## config.mk

```make
export PLATFORM = sky130hd
export DESIGN_NAME = cpu_frontend
export DESIGN_NICKNAME = d
export VERILOG_FILES = /design/src/hw/cpu_isa_pkg.sv /design/src/hw/cpu_pipe_pkg.sv /design/src/hw/pipeline_control.sv /design/src/hw/pc_unit.sv /design/src/hw/pipeline_regs.sv /design/src/hw/hazard_detect.sv /design/src/hw/imm_builder.sv /design/src/hw/cpu_frontend.sv
export SDC_FILE = /design/constraint.sdc
export NUM_CORES = 1
export LEC_CHECK = 0
export BUFFER_PORTS_ARGS = -buffer_cell sky130_fd_sc_hd__buf_2
export CORE_ASPECT_RATIO = 0.5
export CORE_UTILIZATION = 40
export DETAILED_ROUTE_END_ITERATION = 10
export GPL_TIMING_DRIVEN = 0
export PLACE_DENSITY = 0.68
export SYNTH_ARGS = -nofsm -noshare
export SYNTH_HDL_FRONTEND = slang
export SYNTH_SLANG_ARGS = --single-unit
```

## constraint.sdc

```tcl
create_clock -name CLK -period 3.4 [get_ports CLK]
set_input_delay 0.17 -clock CLK [delete_from_list [all_inputs] [get_ports CLK]]
set_output_delay 0.17 -clock CLK [all_outputs]
set_load 0.01 [all_outputs]
```

## src/hw/cpu_isa_pkg.sv

```systemverilog
// Instruction encoding of the 16-bit core, shared by RTL and testbench
// Opcodes 7 to 15 are reserved and carry no register or flag effects
`default_nettype none

package cpu_isa_pkg;

	localparam int WORD_BITS   = 16;
	localparam int OPCODE_BITS = 4;
	localparam int REG_BITS    = 4;

	// Field positions inside an instruction word
	localparam int OPCODE_LSB  = 12;
	localparam int DEST_LSB    = 8;
	localparam int SRC_A_LSB   = 4;
	localparam int IMM_LO_LSB  = 0;
	localparam int IMM_LO_BITS = 4;

	// op_imm carries the high prefix in bits 11 to 0
	localparam int IMM_HI_LSB  = 0;
	localparam int IMM_HI_BITS = 12;

	typedef logic [WORD_BITS-1:0] word_t;

	typedef enum logic [OPCODE_BITS-1:0] {
		op_nop         = 4'd0,
		op_alu         = 4'd1,
		op_alu_noflags = 4'd2,
		op_load        = 4'd3,
		op_store       = 4'd4,
		op_branch      = 4'd5,
		op_imm         = 4'd6
	} opcode_e;

	// r0 doubles as the "no destination" tag
	typedef enum logic [REG_BITS-1:0] {
		r0, r1, r2, r3, r4, r5, r6, r7,
		r8, r9, r10, r11, r12, r13, r14, r15
	} reg_e;

	localparam word_t NOP_INSTRUCTION = '0;

endpackage

`default_nettype wire

```

## src/hw/cpu_pipe_pkg.sv

```systemverilog
// Pipeline state encoding and fetch path widths
// PC counts 16-bit words, so byte addresses are twice the PC
`default_nettype none

package cpu_pipe_pkg;

	localparam int PC_BITS   = 15;
	localparam int LINE_BITS = 32;

	// Cache line: fetched word at the bottom, its word address at the top
	localparam int LINE_WORD_LSB = 0;
	localparam int LINE_ADDR_LSB = 17;

	typedef logic [PC_BITS-1:0] pc_t;

	typedef enum logic [3:0] {
		st_halt        = 4'd0,
		st_execute     = 4'd1,
		st_wait_cache1 = 4'd2,
		st_wait_cache2 = 4'd3,
		st_stall_2     = 4'd4,
		st_stall_3     = 4'd5,
		st_stall_4     = 4'd6,
		st_mem_stall1  = 4'd7,
		st_mem_stall2  = 4'd8
	} pipe_state_e;

endpackage

`default_nettype wire

```

## src/hw/pipeline_control.sv

```systemverilog
// Front end FSM: advance, register stall, cache wait, memory freeze or halt
// A failed data memory access wins over every other event while executing
`timescale 1ns/10ps
`default_nettype none

module pipeline_control import cpu_pipe_pkg::*; (
	input  wire         CLK,
	input  wire         RSTb,
	input  wire         halt,
	input  wire         interrupt,
	input  wire         hazard_1,
	input  wire         hazard_2,
	input  wire         cache_miss,
	input  wire         data_memory_was_requested,
	input  wire         data_memory_success,
	input  wire         bank_switch,
	output pipe_state_e state,
	output pipe_state_e prev_state,
	output logic        any_stall_cause,
	output logic        is_executing,
	output logic        wake
);

	pipe_state_e next_state;
	logic        mem_fail;

	assign mem_fail        = data_memory_was_requested && !data_memory_success;
	assign any_stall_cause = mem_fail || hazard_1 || hazard_2 || cache_miss;

	// Cache waits and register stalls still count as executing
	assign is_executing = !(state inside {st_halt, st_mem_stall1, st_mem_stall2});

	always_ff @(posedge CLK) begin
		if (!RSTb) begin
			state      <= st_execute;
			// Reset counts as a state change, first fetch slot is a NOP
			prev_state <= st_halt;
			wake       <= 1'b0;
		end else begin
			state      <= next_state;
			prev_state <= state;
			wake       <= interrupt;
		end
	end

	always_comb begin
		next_state = state;

		case (state)
			st_halt: begin
				if (wake)
					next_state = st_execute;
			end
			st_execute: begin
				if (hazard_1)
					next_state = st_stall_3;
				else if (hazard_2)
					next_state = st_stall_4;
				else if (cache_miss)
					next_state = st_wait_cache1;
				else if (halt)
					next_state = st_halt;
			end
			// PC is being rewound here
			st_wait_cache1: next_state = st_wait_cache2;
			st_wait_cache2: begin
				if (!cache_miss)
					next_state = st_execute;
			end
			st_stall_2: next_state = st_stall_3;
			st_stall_3: next_state = st_stall_4;
			st_stall_4: next_state = st_execute;
			st_mem_stall1: next_state = st_mem_stall2;
			st_mem_stall2: begin
				if (!bank_switch)
					next_state = st_execute;
			end
			default: next_state = st_execute;
		endcase

		// Memory stall overrides from any executing state
		if (mem_fail && is_executing)
			next_state = st_mem_stall1;
	end

endmodule

`default_nettype wire

```

## src/hw/pc_unit.sv

```systemverilog
// Fetch PC with a one-deep rewind register
// A branch load wins over every state; the fetch after it is masked
`timescale 1ns/10ps
`default_nettype none

module pc_unit import cpu_isa_pkg::*; import cpu_pipe_pkg::*; (
	input  wire         CLK,
	input  wire         RSTb,
	input  wire pipe_state_e state,
	input  wire         any_stall_cause,
	input  wire         load_pc,
	input  wire word_t  new_pc,
	output pc_t         pc,
	output pc_t         pc_prev,
	output logic        load_pc_r
);

	pc_t pc_next;
	pc_t pc_prev_next;

	always_ff @(posedge CLK) begin
		if (!RSTb) begin
			pc        <= '0;
			pc_prev   <= '0;
			load_pc_r <= 1'b0;
		end else begin
			pc        <= pc_next;
			pc_prev   <= pc_prev_next;
			load_pc_r <= load_pc;
		end
	end

	always_comb begin
		pc_next      = pc;
		pc_prev_next = pc;

		case (state)
			st_execute: begin
				if (any_stall_cause) begin
					pc_next      = pc_prev;
					pc_prev_next = pc_prev;
				end else if (!load_pc_r) begin
					pc_next = pc + 1'b1;
				end
				// Masked slot refetches the branch target next cycle
			end
			// Halt also rewinds, so the word already in stage 0 is not fetched twice
			st_wait_cache1, st_mem_stall1, st_halt: begin
				pc_next      = pc_prev;
				pc_prev_next = pc_prev;
			end
			default: ;
		endcase

		// Byte address to word address
		if (load_pc)
			pc_next = new_pc[WORD_BITS-1:1];
	end

endmodule

`default_nettype wire

```

## src/hw/pipeline_regs.sv

```systemverilog
// Stage 0 to 4 instruction, PC and hazard-tag registers
// Stage PCs hold the address of the following word; pc_stage4 is in bytes
`timescale 1ns/10ps
`default_nettype none

module pipeline_regs import cpu_isa_pkg::*; import cpu_pipe_pkg::*; (
	input  wire         CLK,
	input  wire         RSTb,
	input  wire pipe_state_e state,
	input  wire pipe_state_e prev_state,
	input  wire         load_pc,
	input  wire         load_pc_r,
	input  wire word_t  new_pc,
	input  wire [LINE_BITS-1:0] cache_line,
	input  wire         cache_miss,
	input  wire pc_t    pc,
	input  wire pc_t    pc_prev,
	input  wire reg_e   hazard_reg0,
	input  wire         modifies_flags0,
	output word_t       stage0,
	output word_t       stage1,
	output word_t       stage2,
	output word_t       stage3,
	output word_t       stage4,
	output word_t       pc_stage4,
	output reg_e        hazard_reg1,
	output reg_e        hazard_reg2,
	output reg_e        hazard_reg3,
	output logic        modifies_flags1,
	output logic        modifies_flags2,
	output logic        modifies_flags3
);

	word_t ins_q [0:4];
	word_t ins_d [0:4];
	pc_t   pc_q  [0:4];
	pc_t   pc_d  [0:4];
	reg_e  tag_q [1:3];
	reg_e  tag_d [1:3];
	logic  flg_q [1:3];
	logic  flg_d [1:3];
	logic  fetch_ok;
	pc_t   target;

	// No fetch on a miss, after a state change or in the slot after a branch
	assign fetch_ok = !cache_miss && (state == prev_state) && !load_pc_r;
	assign target   = new_pc[WORD_BITS-1:1];

	always_ff @(posedge CLK) begin
		if (!RSTb) begin
			for (int i = 0; i < 5; i++) begin
				ins_q[i] <= NOP_INSTRUCTION;
				pc_q[i]  <= '0;
			end
			for (int i = 1; i < 4; i++) begin
				tag_q[i] <= r0;
				flg_q[i] <= 1'b0;
			end
		end else begin
			ins_q <= ins_d;
			pc_q  <= pc_d;
			tag_q <= tag_d;
			flg_q <= flg_d;
		end
	end

	always_comb begin
		ins_d = ins_q;
		pc_d  = pc_q;
		tag_d = tag_q;
		flg_d = flg_q;

		case (state)
			st_execute: begin
				if (fetch_ok) begin
					ins_d[0] = cache_line[LINE_WORD_LSB +: WORD_BITS];
					pc_d[0]  = cache_line[LINE_ADDR_LSB +: PC_BITS] + 1'b1;
				end else begin
					ins_d[0] = NOP_INSTRUCTION;
					pc_d[0]  = pc;
				end
				for (int i = 1; i < 5; i++) begin
					ins_d[i] = ins_q[i-1];
					pc_d[i]  = pc_q[i-1];
				end
				tag_d[1] = hazard_reg0;
				flg_d[1] = modifies_flags0;
				for (int i = 2; i < 4; i++) begin
					tag_d[i] = tag_q[i-1];
					flg_d[i] = flg_q[i-1];
				end
			end
			// Stage 1 holds, bubble into stage 2, older stages drain
			st_wait_cache1, st_wait_cache2, st_stall_2, st_stall_3, st_stall_4: begin
				ins_d[0] = NOP_INSTRUCTION;
				pc_d[0]  = pc_prev;
				ins_d[2] = NOP_INSTRUCTION;
				pc_d[2]  = pc_q[1];
				tag_d[2] = r0;
				flg_d[2] = 1'b0;
				for (int i = 3; i < 5; i++) begin
					ins_d[i] = ins_q[i-1];
					pc_d[i]  = pc_q[i-1];
				end
				tag_d[3] = tag_q[2];
				flg_d[3] = flg_q[2];
			end
			// Frozen, except the word fetched in the failing cycle is refetched later
			st_mem_stall1, st_mem_stall2: begin
				ins_d[0] = NOP_INSTRUCTION;
				pc_d[0]  = pc_prev;
			end
			default: ;
		endcase

		// Branch flushes the young stages, stages 3 and 4 keep their result
		if (load_pc) begin
			for (int i = 0; i < 3; i++) begin
				ins_d[i] = NOP_INSTRUCTION;
				pc_d[i]  = target;
			end
			for (int i = 1; i < 3; i++) begin
				tag_d[i] = r0;
				flg_d[i] = 1'b0;
			end
		end
	end

	assign stage0    = ins_q[0];
	assign stage1    = ins_q[1];
	assign stage2    = ins_q[2];
	assign stage3    = ins_q[3];
	assign stage4    = ins_q[4];
	assign pc_stage4 = {pc_q[4], 1'b0};

	assign hazard_reg1     = tag_q[1];
	assign hazard_reg2     = tag_q[2];
	assign hazard_reg3     = tag_q[3];
	assign modifies_flags1 = flg_q[1];
	assign modifies_flags2 = flg_q[2];
	assign modifies_flags3 = flg_q[3];

endmodule

`default_nettype wire

```

## src/hw/hazard_detect.sv

```systemverilog
// Combinational register and flag hazard check for the stage 0 word
// Tag r0 never raises a register hazard
`timescale 1ns/10ps
`default_nettype none

module hazard_detect import cpu_isa_pkg::*; (
	input  wire word_t stage0,
	input  wire reg_e  hazard_reg1,
	input  wire reg_e  hazard_reg2,
	input  wire        modifies_flags1,
	input  wire        modifies_flags2,
	output logic       hazard_1,
	output logic       hazard_2,
	output reg_e       hazard_reg0,
	output logic       modifies_flags0
);

	opcode_e op;
	reg_e    dest;
	reg_e    src_a;
	logic    reads_a;
	logic    reads_dest;
	logic    reads_flags;

	assign op    = opcode_e'(stage0[OPCODE_LSB +: OPCODE_BITS]);
	assign dest  = reg_e'(stage0[DEST_LSB +: REG_BITS]);
	assign src_a = reg_e'(stage0[SRC_A_LSB +: REG_BITS]);

	function automatic logic clash(input reg_e tag, input logic flag_writer);
		logic reg_hit;
		reg_hit = (tag != r0) &&
			((reads_a && (src_a == tag)) || (reads_dest && (dest == tag)));
		return reg_hit || (reads_flags && flag_writer);
	endfunction

	always_comb begin
		reads_a         = 1'b0;
		reads_dest      = 1'b0;
		reads_flags     = 1'b0;
		hazard_reg0     = r0;
		modifies_flags0 = 1'b0;

		case (op)
			// Two-address ALU, destination is also an operand
			op_alu: begin
				hazard_reg0     = dest;
				modifies_flags0 = 1'b1;
				reads_a         = 1'b1;
				reads_dest      = 1'b1;
				reads_flags     = 1'b1;
			end
			op_alu_noflags: begin
				hazard_reg0 = dest;
				reads_a     = 1'b1;
				reads_dest  = 1'b1;
			end
			op_load: begin
				hazard_reg0 = dest;
				reads_a     = 1'b1;
			end
			// Store data comes from the destination field
			op_store: begin
				reads_a    = 1'b1;
				reads_dest = 1'b1;
			end
			op_branch: begin
				reads_a     = 1'b1;
				reads_flags = 1'b1;
			end
			default: ;
		endcase

		hazard_1 = clash(hazard_reg1, modifies_flags1);
		hazard_2 = clash(hazard_reg2, modifies_flags2);
	end

endmodule

`default_nettype wire

```

## src/hw/imm_builder.sv

```systemverilog
// Immediate prefix register and the stage 2 immediate
// Prefix survives NOPs only; a branch or any other instruction clears it
`timescale 1ns/10ps
`default_nettype none

module imm_builder import cpu_isa_pkg::*; import cpu_pipe_pkg::*; (
	input  wire         CLK,
	input  wire         RSTb,
	input  wire pipe_state_e prev_state,
	input  wire         load_pc,
	input  wire word_t  stage1,
	output word_t       imm_reg
);

	logic [IMM_HI_BITS-1:0] prefix;
	logic [IMM_HI_BITS-1:0] prefix_next;
	opcode_e                op1;

	assign op1 = opcode_e'(stage1[OPCODE_LSB +: OPCODE_BITS]);

	always_comb begin
		// A flushed op_imm must not leak into the branch target
		if (load_pc)
			prefix_next = '0;
		else if (op1 == op_imm)
			prefix_next = stage1[IMM_HI_LSB +: IMM_HI_BITS];
		else if (stage1 == NOP_INSTRUCTION)
			prefix_next = prefix;
		else
			prefix_next = '0;
	end

	always_ff @(posedge CLK) begin
		if (!RSTb) begin
			prefix  <= '0;
			imm_reg <= '0;
		end else begin
			prefix <= prefix_next;
			// Only once per stage 1 word, stalls leave it alone
			if (prev_state == st_execute)
				imm_reg <= {prefix, stage1[IMM_LO_LSB +: IMM_LO_BITS]};
		end
	end

endmodule

`default_nettype wire

```

## src/hw/cpu_frontend.sv

```systemverilog
// Instruction front end of the 16-bit core, five stages
// Cache and data memory are external; cache answers in the same cycle
`timescale 1ns/10ps
`default_nettype none

module cpu_frontend import cpu_isa_pkg::*; import cpu_pipe_pkg::*; (
	input  wire         CLK,
	input  wire         RSTb,
	input  wire         load_pc,
	input  wire word_t  new_pc,
	input  wire         halt,
	input  wire         interrupt,
	input  wire         data_memory_was_requested,
	input  wire         data_memory_success,
	input  wire         bank_switch,
	input  wire [LINE_BITS-1:0] cache_line,
	input  wire         cache_miss,
	output word_t       stage0,
	output word_t       stage1,
	output word_t       stage2,
	output word_t       stage3,
	output word_t       stage4,
	output word_t       pc_stage4,
	output word_t       imm_reg,
	output logic        is_executing,
	output logic        wake,
	output pc_t         cache_request_address
);

	pipe_state_e state;
	pipe_state_e prev_state;
	logic        any_stall_cause;
	logic        hazard_1;
	logic        hazard_2;
	reg_e        hazard_reg0;
	reg_e        hazard_reg1;
	reg_e        hazard_reg2;
	logic        modifies_flags0;
	logic        modifies_flags1;
	logic        modifies_flags2;
	pc_t         pc;
	pc_t         pc_prev;
	logic        load_pc_r;

	assign cache_request_address = pc;

	pipeline_control i_ctrl (
		.CLK, .RSTb, .halt, .interrupt, .hazard_1, .hazard_2, .cache_miss,
		.data_memory_was_requested, .data_memory_success, .bank_switch,
		.state, .prev_state, .any_stall_cause, .is_executing, .wake
	);

	pc_unit i_pc (
		.CLK, .RSTb, .state, .any_stall_cause, .load_pc, .new_pc,
		.pc, .pc_prev, .load_pc_r
	);

	// Stage 3 tags serve the execute stage, not used inside the front end
	pipeline_regs i_regs (
		.CLK, .RSTb, .state, .prev_state, .load_pc, .load_pc_r, .new_pc,
		.cache_line, .cache_miss, .pc, .pc_prev, .hazard_reg0, .modifies_flags0,
		.stage0, .stage1, .stage2, .stage3, .stage4, .pc_stage4,
		.hazard_reg1, .hazard_reg2, .hazard_reg3(),
		.modifies_flags1, .modifies_flags2, .modifies_flags3()
	);

	hazard_detect i_hazard (
		.stage0, .hazard_reg1, .hazard_reg2, .modifies_flags1, .modifies_flags2,
		.hazard_1, .hazard_2, .hazard_reg0, .modifies_flags0
	);

	imm_builder i_imm (
		.CLK, .RSTb, .prev_state, .load_pc, .stage1, .imm_reg
	);

endmodule

`default_nettype wire

```

==> out/results.tsv, run 1 <==
metric	value	unit
grt_antenna_before_repair	0	
post_cts_buffers	0	
p_seq_share	41.9	%
avgSynthCellArea	8.15	sq um
wl	33000	um
async_flop_share	0	%
cts.repair.resized	0	
synth_cells	1259	
slew_headroom	30.8	%
firstDrtPassIters	5	
num_antenna_cells	0	
worstSetupEndpointType	flop	
grt.overflow.total	0	
clk_latency	0.53	ns
crit_required	3.85	ns
h-tree-depth	1	
place.gp.congestion	0.958	
initial_core_util	40.7	%
yosysTopAreaCell	dfxtp_1	
synth.distinct_cells	59	
coreArea	25200	sq um
p_comb_share	19.7	%
maxCapViolations	0	
post_drt_wl_per_cell	17.9	um
layout_min_cycle_time	2.94	ns
grt_start_max_net_pins	18	
drt_iter0_drc	935	
synth_edf_count	0	
pre_cts_slack	0.516	ns
track_usage	24.3	%
largest_register_ffs	60	
final_area	12600	sq um
clock_path_buffers	3	
grt_pass1_wl	50800	um
syn_area	10300	sq um
holdPathStages	3	
antenna_left	0	
start_kind	flop	
route.detailed.drc	0	
ys_warn_count	0	
ys_seq_area_share	45.5	%
syn_to_final_growth	23.2	%
synthTopCellsByCount	314 x nand2_1, 233 x dfxtp_1, 88 x a21boi_0, 78 x clkbuf_1, 63 x nor2_1	
cts_buffers	22	
port_buffers	181	
netSwitchingPower	2.23	mW
rsz0062_at_grt	false	
cts_tree	done	
drv_slew	0	
die-height	115	um
max_freq	340	MHz
die_area	26300	sq um
num_rows	41	
drive_gt1_share	16.8	%
syn-num-nets	1318	
synth.area.top_cells	dfxtp_1 45%, nand2_1 11%, a21boi_0 6.4%, a22oi_1 2.9%, clkbuf_1 2.9%	
p_leak	4.89	nW
synth_top_area_share	45.5	%
vdd_drop_max	0.376	mV
finClkSkew	0.0141	ns
worst-r2r-cell-count	7	
power_frac_clock	38.4	%
placed_area	11600	sq um
cts_root_buffer	clkbuf_16	
min-delay-path-class	input pin to flop	
p_per_area	569	nW/um^2
viasPerCell	5.36	
worstSetupPathType	flop to flop	
crit_fanout	10	
status	complete, no violations	
clkSinkCount	233	
num_vias	9893	
fin_tns_setup	0	ns
worst_slack	0.463	ns
post-route-period-util	86.4	%
synth_ff_type	dfxtp_1	
grt_pass1_vias	9064	
regMostFlops	i_regs.pc_q	
worst_slew_pin_slew	1.03	ns
internal_power	4.96	mW
yosysMostFrequentCell	nand2_1	
nets	1547	
crit_arrival	3.39	ns
final_util	50.2	%
ios	186	
hpwl	24300	um
switching_share	31.1	%
setup_viol	0	
synth-seq-cells	233	
hold_ws	0.0256	ns
dieWidth	229	um
clkTransAtPathRegs	0.07	ns
hold_viol	0	
n_fill_cell	2400	
==> cell type report <==
class / count / area [sq um] / share of cell area [%]
Tap cell: 344 / 430 / 3.41
Clock inverter: 11 / 209 / 1.65
Multi-Input combinational cell: 896 / 5020 / 39.8
Buffer: 115 / 515 / 4.08
Clock buffer: 28 / 593 / 4.69
Sequential cell: 233 / 4660 / 36.9
Timing Repair Buffer: 205 / 1150 / 9.07
Inverter: 15 / 56.3 / 0.445
==> critical path: stages, from the launching register on <==
cell	delay (ns)
dfxtp_1	0.30
buf_2	0.16
clkbuf_1	0.24
nor3_1	0.89
clkbuf_1	0.48
buf_1	0.50
nand2_1	0.10
a31oi_1	0.19
==> cell usage in the layout, fill, tap and decap left out, drive strengths merged, types with 28 or more instances in the layout <==
master	n
a21boi	88
a21oi	51
a22oi	40
a31oi	38
buf	218
clkbuf	106
dfxtp	233
nand2	314
nand3	45
nor2	63
o21ai	28
==> layer usage <==
metal | part of all wire (%) | up-vias | track usage [%] | wire length [um]
li1 | - | 4797 | - | -
met1 | 47 | 4668 | 34.3 | 15600
met2 | 44 | 373 | 38.3 | 14500
met3 | 6.9 | 55 | 4.51 | 2280
met4 | 2.1 | 0 | 6.09 | 703
met5 | 0 | - | 0 | 0
==> per-stage QoR <==
step	power (mW)	std cells
floorplan	3.96	1259
global placement	4.41	1784
detailed placement	4.44	1784
CTS	7.19	1847
global route	7.48	1847
finish	7.19	1847
==> path summary, 6_finish.rpt <==
kind / startpoint / end / slack [ns]
max reg2reg: i_ctrl.state[3]$_SDFFE_PP0P_ / i_regs.pc_q[42]$_SDFFE_PN0P_ / 0.46
min reg2reg: i_regs.pc_q[32]$_SDFFE_PN0P_ / i_regs.pc_q[17]$_SDFFE_PN0N_ / 0.46
max: i_ctrl.state[3]$_SDFFE_PP0P_ / i_regs.pc_q[42]$_SDFFE_PN0P_ / 0.46
min: new_pc[8] / i_pc.pc[7]$_SDFFE_PN0P_ / 0.03
==> timing repair <==
action | in CTS | in global routing
hold buffers | 24 | 0
setup endpoints to repair | 0 | 0
endpoints found under the hold margin | 24 | 0
==> cell families after synthesis <==
| logic type | after synthesis | share of synthesized area (%) |
|---|---|---|
| compound gates | 307 | 20.8 |
| xor+xnor | 42 | 3.58 |
| fa+ha+maj | 2 | 0.244 |
| buf+inv | 130 | 5.57 |
| flops | 233 | 45.5 |
| mux | 24 | 2.34 |
| other cells | 1 | 0.0365 |
| simple gates | 520 | 22.0 |
==> power groups by stage <==
stage               clock, mW  combinational, mW  sequential (mW)
floorplan                   0              0.911             3.04
global placement            0               1.34             3.07
detailed placement          0               1.37             3.07
CTS                      2.79               1.40             3.01
global route             2.90               1.55             3.03
finish                   2.76               1.42             3.01
Power figures use the tool's default switching activity.
==> run 2: changes to the inputs <==
==> constraint.sdc (replaced) <==
create_clock -name CLK -period 3.4 [get_ports CLK]
set_input_delay 0.68 -clock CLK [delete_from_list [all_inputs] [get_ports CLK]]
set_output_delay 0.68 -clock CLK [all_outputs]
set_load 0.01 [all_outputs]
==> out/results.tsv, run 2 (synthesized netlist as in run 1, its figures left out) <==
metric	value	unit	change
status	complete, no violations		unchanged
ios	186		unchanged
final_util	49.2	%	was 50.2%
initial_core_util	40.7	%	unchanged
viasPerCell	5.34		was 5.36
grt.overflow.total	0		unchanged
antenna_left	0		unchanged
hpwl	24300	um	unchanged
ff2ff_setup_slack	0.42	ns	was 0.46 ns
cts_root_buffer	clkbuf_16		unchanged
die_area	26300	sq um	unchanged
cts_buffers	22		unchanged
multi_input_area	5020	sq um	unchanged
crit_fanout	10		unchanged
p_leak	4.79	nW	was 4.89 nW
worstSetupEndpointType	flop		unchanged
min-delay-path-class	input pin to flop		unchanged
clkSinkCount	233		unchanged
placed_area	11600	sq um	unchanged
post_cts_buffers	0		unchanged
crit_required	3.85	ns	about the same
slew_headroom	27.6	%	was 30.8%
grt_pass1_vias	8937		was 9,064
grt_start_max_net_pins	18		unchanged
setup_viol	0		unchanged
clkTransAtPathRegs	0.07	ns	about the same
worst_slew_pin_slew	1.08	ns	was 1.03 ns
num_rows	41		unchanged
max_freq	336	MHz	was 340 MHz
hold_viol	0		unchanged
grt_antenna_before_repair	0		unchanged
regMostFlops	i_regs.pc_q		unchanged
seq_area	4660	sq um	unchanged
hold_ws	0.359	ns	was 0.0256 ns
final_common_cell	nand2_1		unchanged
nets	1523		was 1,547
h-tree-depth	1		unchanged
grt_pass1_wl	50200	um	was 50,800 um
p_per_area	578	nW/um^2	was 569 nW/um^2
layout_common_cells	314 x nand2_1, 233 x dfxtp_1, 191 x buf_2, 88 x a21boi_0, 82 x clkbuf_1		unchanged
worstSetupPathType	flop to flop		unchanged
num_vias	9733		was 9,893
dieWidth	229	um	unchanged
cts.repair.resized	0		unchanged
firstDrtPassIters	5		unchanged
finClkSkew	0.0118	ns	was 0.0141 ns
track_usage	24.1	%	was 24.3%
cts_tree	done		unchanged
post-route-period-util	87.6	%	was 86.4%
start_kind	flop		unchanged
vdd_drop_max	0.376	mV	about the same
drive_gt1_share	17.0	%	was 16.8%
syn_to_final_growth	20.8	%	was 23.2%
route.detailed.drc	0		unchanged
clock_path_buffers	3		unchanged
largest_register_ffs	60		unchanged
post_drt_wl_per_cell	17.9	um	about the same
final_area	12400	sq um	was 12,600 sq um
n_fill_cell	2429		was 2,400
coreArea	25200	sq um	unchanged
drv_slew	0		unchanged
drt_iter0_drc	984		was 935
place.gp.congestion	0.958		unchanged
wl	32600	um	was 33,000 um
maxCapViolations	0		unchanged
rsz0062_at_grt	false		unchanged
holdBufCountCts	0		was 24
crit_arrival	3.43	ns	was 3.39 ns
port_buffers	181		unchanged
clk_latency	0.53	ns	about the same
layout_min_cycle_time	2.98	ns	was 2.94 ns
die-height	115	um	unchanged
fin_tns_setup	0	ns	unchanged
num_antenna_cells	0		unchanged
==> run 2: cell types whose count changed in the layout (fill, tap and decap cells not counted), sizes merged <==
cell / previous run / this run
dlygate4sd3: 24 / 0
==> run 2: where the power goes <==
group          internal, mW  switching [mW]
logic                 0.426           0.969
clock network          1.63            1.12
registers              2.88           0.133
==> run 2: final timing paths <==
check,startpoint,end,cells after the start
max,i_ctrl.state[3]$_SDFFE_PP0P_,i_regs.pc_q[42]$_SDFFE_PN0P_,7
min,interrupt,i_ctrl.wake$_SDFF_PN0_,2
max reg2reg,i_ctrl.state[3]$_SDFFE_PP0P_,i_regs.pc_q[42]$_SDFFE_PN0P_,7
min reg2reg,i_regs.pc_q[32]$_SDFFE_PN0P_,i_regs.pc_q[17]$_SDFFE_PN0N_,2
==> run 2: routing by layer <==
metal / global-route usage, % / share of wire [%]
met3: 4.59 / 6.8
met2: 37.8 / 43
met4: 5.95 / 2.0
met5: 0 / 0
met1: 34.0 / 48
==> run 2: area by class of cell <==
type | instances | share of cell area [%]
flip-flops and latches | 233 | 37.6
repair buffers | 181 | 7.31
well taps | 344 | 3.47
multi-input cells | 896 | 40.5
clock inverters | 11 | 1.69
inverters | 15 | 0.454
plain buffers | 115 | 4.16
clock buffers | 28 | 4.78
==> run 2: per-stage QoR <==
stage / setup WS (ns) / power [mW] / cells
after floorplan: 1.19 / 3.96 / 1259
after global placement: 0.497 / 4.41 / 1784
after detailed placement: 0.462 / 4.44 / 1784
after CTS: 0.504 / 7.17 / 1823
after global routing: 0.221 / 7.45 / 1823
final: 0.422 / 7.16 / 1823
==> run 2: worst max-delay path, cell delays in order, from the launching register on <==
cell	delay, ns
dfxtp_1	0.30
buf_2	0.16
clkbuf_1	0.24
nor3_1	0.92
clkbuf_1	0.48
buf_1	0.50
nand2_1	0.10
a31oi_1	0.19
==> run 3: changes to the inputs <==
--- a/config.mk
+++ b/config.mk
@@ -7,10 +7,10 @@
 export LEC_CHECK = 0
 export BUFFER_PORTS_ARGS = -buffer_cell sky130_fd_sc_hd__buf_2
 export CORE_ASPECT_RATIO = 0.5
-export CORE_UTILIZATION = 40
+export CORE_UTILIZATION = 36
 export DETAILED_ROUTE_END_ITERATION = 10
 export GPL_TIMING_DRIVEN = 0
-export PLACE_DENSITY = 0.68
+export PLACE_DENSITY = 0.63
 export SYNTH_ARGS = -nofsm -noshare
 export SYNTH_HDL_FRONTEND = slang
 export SYNTH_SLANG_ARGS = --single-unit
==> constraint.sdc (replaced) <==
create_clock -name CLK -period 2.8 [get_ports CLK]
set_input_delay 0.56 -clock CLK [delete_from_list [all_inputs] [get_ports CLK]]
set_output_delay 0.56 -clock CLK [all_outputs]
set_load 0.01 [all_outputs]
==> out/results.tsv, run 3 (synthesized netlist as in run 1, its figures left out) <==
metric	value	unit	change
status	complete, no violations		unchanged
worst_slew_pin_slew	0.877	ns	was 1.08 ns
vdd_drop_max	0.542	mV	was 0.376 mV
route.detailed.drc	0		unchanged
wl	33500	um	was 32,600 um
largest_register_ffs	60		unchanged
seq_area	4660	sq um	unchanged
syn_to_final_growth	21.5	%	was 20.8%
worstSetupPathType	flop to flop		unchanged
regMostFlops	i_regs.pc_q		unchanged
die-height	121	um	was 115 um
dieWidth	241	um	was 229 um
h-tree-depth	1		unchanged
post_drt_wl_per_cell	18.0	um	was 17.9 um
p_leak	4.82	nW	was 4.79 nW
p_total	8.70	mW	was 7.16 mW
n_fill_cell	2882		was 2,429
start_kind	flop		unchanged
crit_required	3.23	ns	was 3.85 ns
power_frac_clock	38.3	%	was 38.5%
crit_fanout	10		unchanged
crit_arrival	3.18	ns	was 3.43 ns
num_antenna_cells	0		unchanged
clkTransAtPathRegs	0.07	ns	about the same
multi_input_area	5050	sq um	was 5020 sq um
place.gp.congestion	0.932		was 0.958
ios	186		unchanged
layout_common_cells	314 x nand2_1, 233 x dfxtp_1, 191 x buf_2, 88 x a21boi_0, 76 x clkbuf_1		was 314 x nand2_1, 233 x dfxtp_1, 191 x buf_2, 88 x a21boi_0, 82 x clkbuf_1
drt_iter0_drc	889		was 984
final_util	44.7	%	was 49.2%
final_common_cell	nand2_1		unchanged
p_per_area	697	nW/um^2	was 578 nW/um^2
finClkSkew	0.0117	ns	was 0.0118 ns
hold_viol	0		unchanged
die_area	29200	sq um	was 26,300 sq um
cts_tree	done		unchanged
clk_latency	0.51	ns	was 0.53 ns
max_freq	364	MHz	was 336 MHz
num_rows	43		was 41
cts_buffers	23		was 22
layout_min_cycle_time	2.75	ns	was 2.98 ns
rsz0062_at_grt	false		unchanged
setup_viol	0		unchanged
holdBufCountCts	0		unchanged
num_vias	9803		was 9,733
slew_headroom	41.5	%	was 27.6%
post-route-period-util	98.2	%	was 87.6%
track_usage	22.4	%	was 24.1%
hpwl	25200	um	was 24,300 um
grt_pass1_wl	51300	um	was 50,200 um
p_comb_share	19.6	%	was 19.5%
coreArea	27900	sq um	was 25,200 sq um
initial_core_util	36.8	%	was 40.7%
grt_antenna_before_repair	0		unchanged
firstDrtPassIters	5		unchanged
fin_tns_setup	0	ns	unchanged
clkSinkCount	233		unchanged
drive_gt1_share	17.7	%	was 17.0%
maxCapViolations	0		unchanged
grt_start_max_net_pins	15		was 18
internal_power	6.01	mW	was 4.94 mW
drv_slew	0		unchanged
nets	1523		unchanged
viasPerCell	5.26		was 5.34
switching_share	30.9	%	was 31.0%
worstSetupEndpointType	flop		unchanged
grt.overflow.total	0		unchanged
antenna_left	0		unchanged
p_seq_share	42.1	%	about the same
clock_path_buffers	3		unchanged
cts_root_buffer	clkbuf_16		unchanged
port_buffers	181		unchanged
netSwitchingPower	2.69	mW	was 2.22 mW
grt_pass1_vias	9143		was 8,937
min-delay-path-class	input pin to flop		unchanged
-- run 3: cell types whose count changed in the layout (fill, tap and decap cells not counted), sizes merged --
cell    before  now
bufinv       5    4
clkinv       4    5
clkbuf     106  107
-- run 3: per-stage QoR --
stage               instance area (sq um)  cells  setup slack, ns  hold slack [ns]
CTS                                 12500   1863           0.0193            0.239
finish                              12500   1862           0.0507            0.253
global route                        12500   1862           0.0308            0.260
global placement                    11600   1822          -0.0869            0.449
floorplan                           10300   1259            0.671            0.434
detailed placement                  11600   1822           -0.182            0.455
-- run 3: layer usage --
metal / global-route usage [%] / routed length (um) / share of wire, %
met5: 0 / 0 / 0
met4: 6.17 / 816 / 2.4
met1: 31.5 / 15900 / 47
met2: 35.1 / 14700 / 44
met3: 3.66 / 2060 / 6.1
-- run 3: path summary, 6_finish.rpt --
path,cells after the start,to,slack [ns],start
setup reg to reg,7,i_pc.pc[4]$_SDFFE_PN0P_,0.05,i_ctrl.state[3]$_SDFFE_PP0P_
hold / removal,2,i_ctrl.wake$_SDFF_PN0_,0.25,interrupt
setup / recovery,7,i_pc.pc[4]$_SDFFE_PN0P_,0.05,i_ctrl.state[3]$_SDFFE_PP0P_
hold reg to reg,2,i_regs.pc_q[16]$_SDFFE_PN0N_,0.46,i_regs.pc_q[31]$_SDFFE_PN0P_
-- run 3: timing repair --
action / CTS / global route
cloned: 0 / 0
gates resized for setup: 1 / 11
pin swaps: 0 / 0
setup buffers: 0 / 0
endpoints found under the setup margin: 30 / 44
-- run 3: power groups by stage --
stage	Combinational [mW]	Sequential, mW	Clock (mW)
2_1_floorplan	1.11	3.70	0
3_3_place_gp	1.65	3.72	0
3_5_place_dp	1.67	3.73	0
4_1_cts	1.68	3.65	3.39
5_1_grt	1.87	3.68	3.52
6_report	1.71	3.66	3.33
-- run 3: final cells by class --
type                    instances  share of cell area (%)
plain buffers                 114                    4.14
clock buffers                  30                    5.15
clock inverters                11                    1.29
multi-input cells             896                    40.5
well taps                     382                    3.83
repair buffers                181                    7.26
flip-flops and latches        233                    37.4
inverters                      15                   0.451
-- run 3: critical path: stages, from the launching register on --
cell and delay, ns:
dfxtp_1 0.31, buf_2 0.19, clkbuf_1 0.43, o21a_1 0.20
clkbuf_1 0.43, nand2_1 0.45, or3_1 0.48, a41oi_2 0.18
